[config.mk]
export PLATFORM = sky130hd
export DESIGN_NAME = pe_top
export DESIGN_NICKNAME = d
export VERILOG_FILES = /design/src/hw/pe_pkg.sv /design/src/hw/pe_filter_spad.sv /design/src/hw/pe_ifmap_window.sv /design/src/hw/pe_mac_array.sv /design/src/hw/pe_controller.sv /design/src/hw/pe_top.sv
export SDC_FILE = /design/constraint.sdc
export NUM_CORES = 2
export LEC_CHECK = 0
export BUFFER_PORTS_ARGS = -buffer_cell sky130_fd_sc_hd__buf_4
export CAP_MARGIN = 25
export CORE_MARGIN = 3
export CORE_UTILIZATION = 24
export CTS_BUF_LIST = sky130_fd_sc_hd__clkbuf_8
export CTS_CLUSTER_SIZE = 10
export DETAILED_ROUTE_END_ITERATION = 7
export PLACE_DENSITY = 0.41
export REMOVE_ABC_BUFFERS = 1
export SYNTH_ARGS = -nofsm -noshare
export SYNTH_HDL_FRONTEND = slang
export SYNTH_SLANG_ARGS = --single-unit
[constraint.sdc]
create_clock -name clk -period 12.7 [get_ports clk]
set_clock_uncertainty 0.1 [all_clocks]
set_input_delay 1.905 -clock clk [delete_from_list [all_inputs] [get_ports clk]]
set_output_delay 1.905 -clock clk [all_outputs]
set_load 0.03 [all_outputs]
[src/hw/pe_pkg.sv]
package pe_pkg;

    // array sizes
    localparam int LANES        = 4;
    localparam int PIX_W        = 8;
    localparam int WT_W         = 16;
    localparam int PSUM_W       = 32;
    localparam int PIX_PER_WORD = 4;
    localparam int WIN_DEPTH    = 12;
    localparam int MAX_S        = 12;
    localparam int SPAD_DEPTH   = LANES * MAX_S;

    // signed saturation limits for partial sums
    localparam logic signed [PSUM_W-1:0] PSUM_MAX = {1'b0, {(PSUM_W-1){1'b1}}};
    localparam logic signed [PSUM_W-1:0] PSUM_MIN = {1'b1, {(PSUM_W-1){1'b0}}};

    // element types are named so that a lane select stays signed
    typedef logic signed [PIX_W-1:0]  pixel_t;
    typedef logic signed [WT_W-1:0]   weight_t;
    typedef logic signed [PSUM_W-1:0] psum_t;

    // pixel 0 sits in the low byte
    typedef pixel_t  [PIX_PER_WORD-1:0] pixel_word_t;
    typedef weight_t [LANES-1:0]        weight_vec_t;
    typedef psum_t   [LANES-1:0]        psum_vec_t;

    typedef struct packed {
        logic [2:0] kernels;
        logic [3:0] filter_width;
        logic [3:0] stride;
        logic [7:0] ofmap_width;
    } pe_config_t;

    typedef enum logic [2:0] {
        IDLE,
        SET,
        LOAD_FILTER,
        COMPUTE,
        IPSUM,
        OUTPUT,
        SHIFT,
        DONE
    } pe_state_t;

endpackage

[src/hw/pe_filter_spad.sv]
`timescale 1ns/10ps

module pe_filter_spad import pe_pkg::*; (
    input  logic        clk,
    input  logic        rst,
    input  logic        clear,
    input  logic        wr_en,
    input  weight_t     wr_data,
    input  pe_config_t  cfg,
    input  logic [3:0]  tap,
    output weight_vec_t weights
);

    weight_t mem [SPAD_DEPTH];
    logic [$clog2(SPAD_DEPTH)-1:0] wr_ptr;

    // kernel-major write order, one weight per transfer
    always_ff @(posedge clk or posedge rst) begin
        if (rst) begin
            wr_ptr <= '0;
        end else if (clear) begin
            wr_ptr <= '0;
        end else if (wr_en) begin
            wr_ptr <= wr_ptr + 1'b1;
        end
    end

    always_ff @(posedge clk) begin
        if (wr_en) begin
            mem[wr_ptr] <= wr_data;
        end
    end

    // one weight per kernel for the current tap
    always_comb begin
        for (int k = 0; k < LANES; k++) begin
            if (k < cfg.kernels) begin
                weights[k] = mem[6'(k * cfg.filter_width) + 6'(tap)];
            end else begin
                // idle lanes contribute nothing
                weights[k] = '0;
            end
        end
    end

endmodule

[src/hw/pe_ifmap_window.sv]
`timescale 1ns/10ps

module pe_ifmap_window import pe_pkg::*; (
    input  logic        clk,
    input  logic        rst,
    input  logic        clear,
    input  logic        load_allow,
    input  logic        ifmap_enable,
    input  pixel_word_t ifmap,
    input  logic        shift_en,
    input  pe_config_t  cfg,
    input  logic [3:0]  tap,
    output logic        ifmap_ready,
    output logic [3:0]  fill,
    output pixel_t      pixel
);

    pixel_t     win [WIN_DEPTH];
    logic [3:0] fill_q;
    logic       load;

    // room for a whole word is required
    assign ifmap_ready = load_allow && (fill_q <= 4'(WIN_DEPTH - PIX_PER_WORD));
    assign load        = ifmap_ready && ifmap_enable;
    assign fill        = fill_q;

    // entry 0 holds the oldest pixel
    assign pixel = win[tap];

    always_ff @(posedge clk or posedge rst) begin
        if (rst) begin
            fill_q <= '0;
        end else if (clear) begin
            fill_q <= '0;
        end else if (shift_en) begin
            fill_q <= fill_q - cfg.stride;
        end else if (load) begin
            fill_q <= fill_q + 4'(PIX_PER_WORD);
        end
    end

    // slide by the stride, or append a word behind the valid pixels
    always_ff @(posedge clk) begin
        for (int j = 0; j < WIN_DEPTH; j++) begin
            if (shift_en) begin
                if (j + cfg.stride < WIN_DEPTH) begin
                    win[j] <= win[j + cfg.stride];
                end else begin
                    win[j] <= '0;
                end
            end else if (load && (j >= fill_q) && (j < fill_q + PIX_PER_WORD)) begin
                win[j] <= ifmap[2'(j - fill_q)];
            end
        end
    end

    // controller must close the ifmap port during a slide
    a_no_load_on_shift: assert property (
        @(posedge clk) disable iff (rst)
        shift_en |-> !(ifmap_enable && ifmap_ready)
    );

    a_fill_bound: assert property (
        @(posedge clk) disable iff (rst)
        fill_q <= WIN_DEPTH
    );

endmodule

[src/hw/pe_mac_array.sv]
`timescale 1ns/10ps

module pe_mac_array import pe_pkg::*; (
    input  logic        clk,
    input  logic        rst,
    input  logic        mac_clear,
    input  logic        mac_en,
    input  pixel_t      pixel,
    input  weight_vec_t weights,
    input  logic        add_en,
    input  psum_vec_t   ipsum,
    input  logic        opsum_enable,
    input  logic        opsum_ready,
    output psum_vec_t   opsum
);

    psum_t                    acc   [LANES];
    logic signed [PSUM_W:0]   sum_w [LANES];
    psum_vec_t                sat;

    // all kernels share the same pixel each tap
    always_ff @(posedge clk) begin
        for (int k = 0; k < LANES; k++) begin
            if (mac_clear) begin
                acc[k] <= '0;
            end else if (mac_en) begin
                acc[k] <= acc[k] + pixel * weights[k];
            end
        end
    end

    // one extra bit catches the overflow of the ipsum add
    always_comb begin
        for (int k = 0; k < LANES; k++) begin
            sum_w[k] = acc[k] + ipsum[k];
            if (sum_w[k][PSUM_W] != sum_w[k][PSUM_W-1]) begin
                // clamp toward the sign of the true result
                sat[k] = sum_w[k][PSUM_W] ? PSUM_MIN : PSUM_MAX;
            end else begin
                sat[k] = sum_w[k][PSUM_W-1:0];
            end
        end
    end

    always_ff @(posedge clk) begin
        if (add_en) begin
            opsum <= sat;
        end
    end

    // held output must not move while the consumer stalls
    a_opsum_hold: assert property (
        @(posedge clk) disable iff (rst)
        (opsum_enable && !opsum_ready) |=> $stable(opsum)
    );

endmodule

[src/hw/pe_controller.sv]
`timescale 1ns/10ps

module pe_controller import pe_pkg::*; (
    input  logic       clk,
    input  logic       rst,
    input  logic       enable,
    input  logic       set_info,
    input  pe_config_t cfg_in,
    input  logic       filter_enable,
    input  logic       ipsum_enable,
    input  logic       opsum_ready,
    input  logic [3:0] fill,
    output pe_config_t cfg,
    output logic       filter_ready,
    output logic       ipsum_ready,
    output logic       opsum_enable,
    output logic       done,
    output logic       filter_wr,
    output logic       spad_clear,
    output logic       load_allow,
    output logic       shift_en,
    output logic       mac_clear,
    output logic       mac_en,
    output logic       add_en,
    output logic [3:0] tap
);

    pe_state_t  state;
    pe_state_t  state_nxt;
    pe_config_t cfg_q;
    logic [5:0] filt_cnt;
    logic [3:0] tap_cnt;
    logic [7:0] col_cnt;
    logic [6:0] filt_total;
    logic       last_filter;
    logic       last_tap;

    // P*S weights per run
    assign filt_total  = cfg_q.kernels * cfg_q.filter_width;
    assign last_filter = filter_wr && ({1'b0, filt_cnt} == filt_total - 7'd1);
    assign last_tap    = mac_en && (tap_cnt == cfg_q.filter_width - 4'd1);

    assign filter_ready = (state == LOAD_FILTER);
    assign filter_wr    = filter_ready && filter_enable;
    assign ipsum_ready  = (state == IPSUM);
    assign add_en       = ipsum_ready && ipsum_enable;
    assign opsum_enable = (state == OUTPUT);
    assign done         = (state == DONE);
    assign spad_clear   = (state == SET) && set_info;
    assign load_allow   = state inside {LOAD_FILTER, COMPUTE, IPSUM, OUTPUT};
    assign shift_en     = (state == SHIFT);
    // accumulators start clean for every column
    assign mac_clear    = (state == LOAD_FILTER) || (state == SHIFT);
    // fill only grows in COMPUTE, so once enough pixels are in all S taps run back to back
    assign mac_en       = (state == COMPUTE) && (fill >= cfg_q.filter_width);
    assign tap          = tap_cnt;
    assign cfg          = cfg_q;

    always_comb begin
        state_nxt = state;
        case (state)
            IDLE:        if (enable) state_nxt = SET;
            SET:         if (set_info) state_nxt = LOAD_FILTER;
            LOAD_FILTER: if (last_filter) state_nxt = COMPUTE;
            COMPUTE:     if (last_tap) state_nxt = IPSUM;
            IPSUM:       if (add_en) state_nxt = OUTPUT;
            OUTPUT:      if (opsum_ready) state_nxt = SHIFT;
            SHIFT:       state_nxt = (col_cnt == cfg_q.ofmap_width) ? DONE : COMPUTE;
            DONE:        state_nxt = IDLE;
            default:     state_nxt = IDLE;
        endcase
    end

    always_ff @(posedge clk or posedge rst) begin
        if (rst) begin
            state    <= IDLE;
            cfg_q    <= '0;
            filt_cnt <= '0;
            tap_cnt  <= '0;
            col_cnt  <= '0;
        end else begin
            state <= state_nxt;
            if (spad_clear) begin
                cfg_q    <= cfg_in;
                filt_cnt <= '0;
                tap_cnt  <= '0;
                col_cnt  <= '0;
            end
            if (filter_wr) begin
                filt_cnt <= filt_cnt + 6'd1;
            end
            if (mac_en) begin
                tap_cnt <= last_tap ? 4'd0 : tap_cnt + 4'd1;
            end
            // count columns as they leave the PE
            if (opsum_enable && opsum_ready) begin
                col_cnt <= col_cnt + 8'd1;
            end
        end
    end

    a_state_legal: assert property (
        @(posedge clk) disable iff (rst)
        !$isunknown(state) &&
        state inside {IDLE, SET, LOAD_FILTER, COMPUTE, IPSUM, OUTPUT, SHIFT, DONE}
    );

endmodule

[src/hw/pe_top.sv]
`timescale 1ns/10ps

module pe_top import pe_pkg::*; (
    input  logic        clk,
    input  logic        rst,
    input  logic        enable,
    input  logic        set_info,
    input  pe_config_t  cfg,
    input  weight_t     filter,
    input  logic        filter_enable,
    output logic        filter_ready,
    input  pixel_word_t ifmap,
    input  logic        ifmap_enable,
    output logic        ifmap_ready,
    input  psum_vec_t   ipsum,
    input  logic        ipsum_enable,
    output logic        ipsum_ready,
    output psum_vec_t   opsum,
    output logic        opsum_enable,
    input  logic        opsum_ready,
    output logic        done
);

    pe_config_t  run_cfg;
    logic        filter_wr;
    logic        spad_clear;
    logic        load_allow;
    logic        shift_en;
    logic        mac_clear;
    logic        mac_en;
    logic        add_en;
    logic [3:0]  tap;
    logic [3:0]  fill;
    weight_vec_t weights;
    pixel_t      pixel;

    pe_controller u_ctrl (
        .clk           (clk),
        .rst           (rst),
        .enable        (enable),
        .set_info      (set_info),
        .cfg_in        (cfg),
        .filter_enable (filter_enable),
        .ipsum_enable  (ipsum_enable),
        .opsum_ready   (opsum_ready),
        .fill          (fill),
        .cfg           (run_cfg),
        .filter_ready  (filter_ready),
        .ipsum_ready   (ipsum_ready),
        .opsum_enable  (opsum_enable),
        .done          (done),
        .filter_wr     (filter_wr),
        .spad_clear    (spad_clear),
        .load_allow    (load_allow),
        .shift_en      (shift_en),
        .mac_clear     (mac_clear),
        .mac_en        (mac_en),
        .add_en        (add_en),
        .tap           (tap)
    );

    pe_filter_spad u_spad (
        .clk     (clk),
        .rst     (rst),
        .clear   (spad_clear),
        .wr_en   (filter_wr),
        .wr_data (filter),
        .cfg     (run_cfg),
        .tap     (tap),
        .weights (weights)
    );

    // window is flushed together with the spad at configuration
    pe_ifmap_window u_win (
        .clk          (clk),
        .rst          (rst),
        .clear        (spad_clear),
        .load_allow   (load_allow),
        .ifmap_enable (ifmap_enable),
        .ifmap        (ifmap),
        .shift_en     (shift_en),
        .cfg          (run_cfg),
        .tap          (tap),
        .ifmap_ready  (ifmap_ready),
        .fill         (fill),
        .pixel        (pixel)
    );

    pe_mac_array u_mac (
        .clk          (clk),
        .rst          (rst),
        .mac_clear    (mac_clear),
        .mac_en       (mac_en),
        .pixel        (pixel),
        .weights      (weights),
        .add_en       (add_en),
        .ipsum        (ipsum),
        .opsum_enable (opsum_enable),
        .opsum_ready  (opsum_ready),
        .opsum        (opsum)
    );

endmodule

==> out/metrics.cfg <==
[logic_synthesis]
ys_seq_area_share_pct = 36.0
async_flop_share_pct = 4.27
synth_ff_type = edfxtp_1
synth_top_area_share_pct = 34.7
avgSynthCellArea_sq_um = 12.6
syn_area_sq_um = 96900
syn_inst = 7705
ys_warn_count = 0
yosys.area.top_type = edfxtp_1
ys_ff_latch = 1170
synth_edf_count = 1120
synth_cell_types = 105
ys_top_cells_by_area = edfxtp_1, mux4_2, fa_1, ha_1, nand2_1

[critical_path]
cp_common_cell = fa_1
crit_required_ns = 13.36
critPathTopFamily = compound AO/OA/AOI/OAI gates
arrival_ns = 11.13
crit_path_start_kind = flip-flop
cp_num_buf_inv = 5
cp_slowest_cell = dfrtp_2
end_kind = flip-flop
critical_path.max_stage_delay_ns = 0.84
worst-path-max-fanout = 39
crit_type = reg2reg

[final_layout]
nNetsFinal = 9354
drive_gt1_share_pct = 22.7
syn2layout_area_growth_pct = 14.5

[route]
drc = 0
wl_um = 340000
num_vias = 67300
drt_iter0_drc = 6235
vias_per_cell = 4.95
dr.pass1.iters = 8
ant_nets = 0
wl_per_cell_um = 25.0

[sta]
max_slew_margin_pct = 25.0
finalSetupViolCount = 0
setup_tns_ns = 0
period_minus_slack_ns = 10.47
rsz0062_at_grt = no
max_freq_ghz = 0.0955
fin_crit_sh_pct = 82.4
slew_violations = 0
tightestPinTransition_ns = 1.12
hold_viol = 0

[floorplan]
rows = 232
start_util_pct = 24.2
core_area_sq_um = 401000
die_area_sq_um = 412000
die_y_um = 642
ios = 336
die_w_um = 642

[worst_hold_path]
hold_class = reg2reg

[clock_network]
cts_tree = built
clockRootBuffer = clkbuf_8
holdBufCountCts = 0
insertion_delay_ns = 1.04
cts_sinks = 1170
htreeDepth = 4
cts_max_path_buffers = 4
clk_pin_slew_ns = 0.06
cts_resized = 0
cts_buffers = 225
post_cts_buffers = 0

[place]
routabilityCongestion = 0.846
dp_hpwl_um = 242000
numPortBuffers = 335

[grt]
antenna_found_initial = 23
grtUsageTotal_pct = 16.2
grt_max_degree = 85
grt_pass1_vias = 69800
gr-total-overflow = 0
grt_pass1_wl_um = 492000

[run_status]
status = complete, no violations

[run]
cap_violations = 0

[tightest hold or removal path, stage by stage (launching register included)]
cell     delay, ns
dfrtp_1       0.36
nand2_1       0.05
nand2_1       0.06
[layout by cell type, fill, tap and decap left out, types with 118 or more instances in the layout]
cell,instances
inv_1,774
a21oi_1,317
fa_1,651
nor2_1,375
xnor2_1,147
ha_1,461
clkbuf_8,227
and2_1,118
buf_4,478
o21ai_0,314
a21o_1,123
mux2i_1,143
mux4_2,802
edfxtp_1,1120
nand2_1,773
[kinds of logic after synthesis]
family / synth area share [%]
multiplexers: 20.8
XOR/XNOR: 2.45
adder cells (fa/ha/maj): 19.9
buffers and inverters: 4.64
AND/OR/NAND/NOR: 8.06
flip-flops: 36.0
AO/OA/AOI/OAI: 8.10
[layout make-up]
cell class                 count  area (sq um)
antenna                        4          10.0
clock buffer                 227          3120
clock inverter               176          1160
fill                       41100        290000
inverter                     730          2740
multi-input combinational   5407         58400
sequential                  1170         34900
tap                         5382          6730
timing repair buffer         498          3970
[Yosys cell counts, drive strengths merged, types with 37 or more instances]
cell type and n:
nor2 436, a31oi 48, o21a 44, nand3 92
buf 160, mux2 45, dfrtp 50, inv 727
or2 53, o211ai 79, xor2 110, clkbuf 238
xnor2 157, ha 465, nand2 777, mux2i 145
fa 654, a211oi 62, edfxtp 1120, and2 120
nand2b 53, mux4 809, nor2b 37, a21oi 322
maj3 40, nor3 63, a21o 123, o21ai 347
[path summary, 6_finish.rpt]
kind	start	end	slack [ns]	cells after the start
min reg2reg	u_ctrl.cfg[4]	u_ctrl.cfg[4]	0.40	2
max in group asynchronous	rst	u_ctrl.tap[3]	10.83	3
min in group asynchronous	rst	u_ctrl.cfg[11]	1.04	3
min	u_ctrl.cfg[4]	u_ctrl.cfg[4]	0.40	2
max	u_ctrl.tap[2]	u_mac.acc[0][62]	2.23	27
max reg2reg	u_ctrl.tap[2]	u_mac.acc[0][62]	2.23	27
[state kept, by name, summed over array words and instances (netlist names)]
name             flops
u_ctrl.cfg          19
u_ctrl.col_cnt       8
u_ctrl.filt_cnt      6
u_ctrl.state         3
u_ctrl.tap           4
u_mac.acc          128
u_mac.opsum        128
u_spad.mem         768
u_spad.wr_ptr        6
u_win.fill           4
u_win.win           96
[stage by stage]
step	area, sq um	utilization, %	instances	hold WS, ns	worst slack, ns
global placement	107000	26.6	13200	0.393	2.43
CTS	111000	27.7	13600	0.408	2.35
finish	111000	27.7	13600	0.403	2.23
floorplan	95200	-	7307	0.366	-15.47
global route	111000	27.7	13600	0.438	1.73
detailed placement	107000	26.6	13200	0.392	2.33
[metal layers]
| metal | track usage, % | wire length (um) | part of all wire, % |
|---|---|---|---|
| met1 | 21.9 | 146000 | 43 |
| met2 | 26.6 | 160000 | 47 |
| met3 | 2.74 | 24100 | 7.1 |
| met5 | 0 | 138 | 0.041 |
| met4 | 4.80 | 10300 | 3.0 |
Power is not shown: default switching activity piles up to over one toggle a cycle in this logic, so the estimate is an artifact.
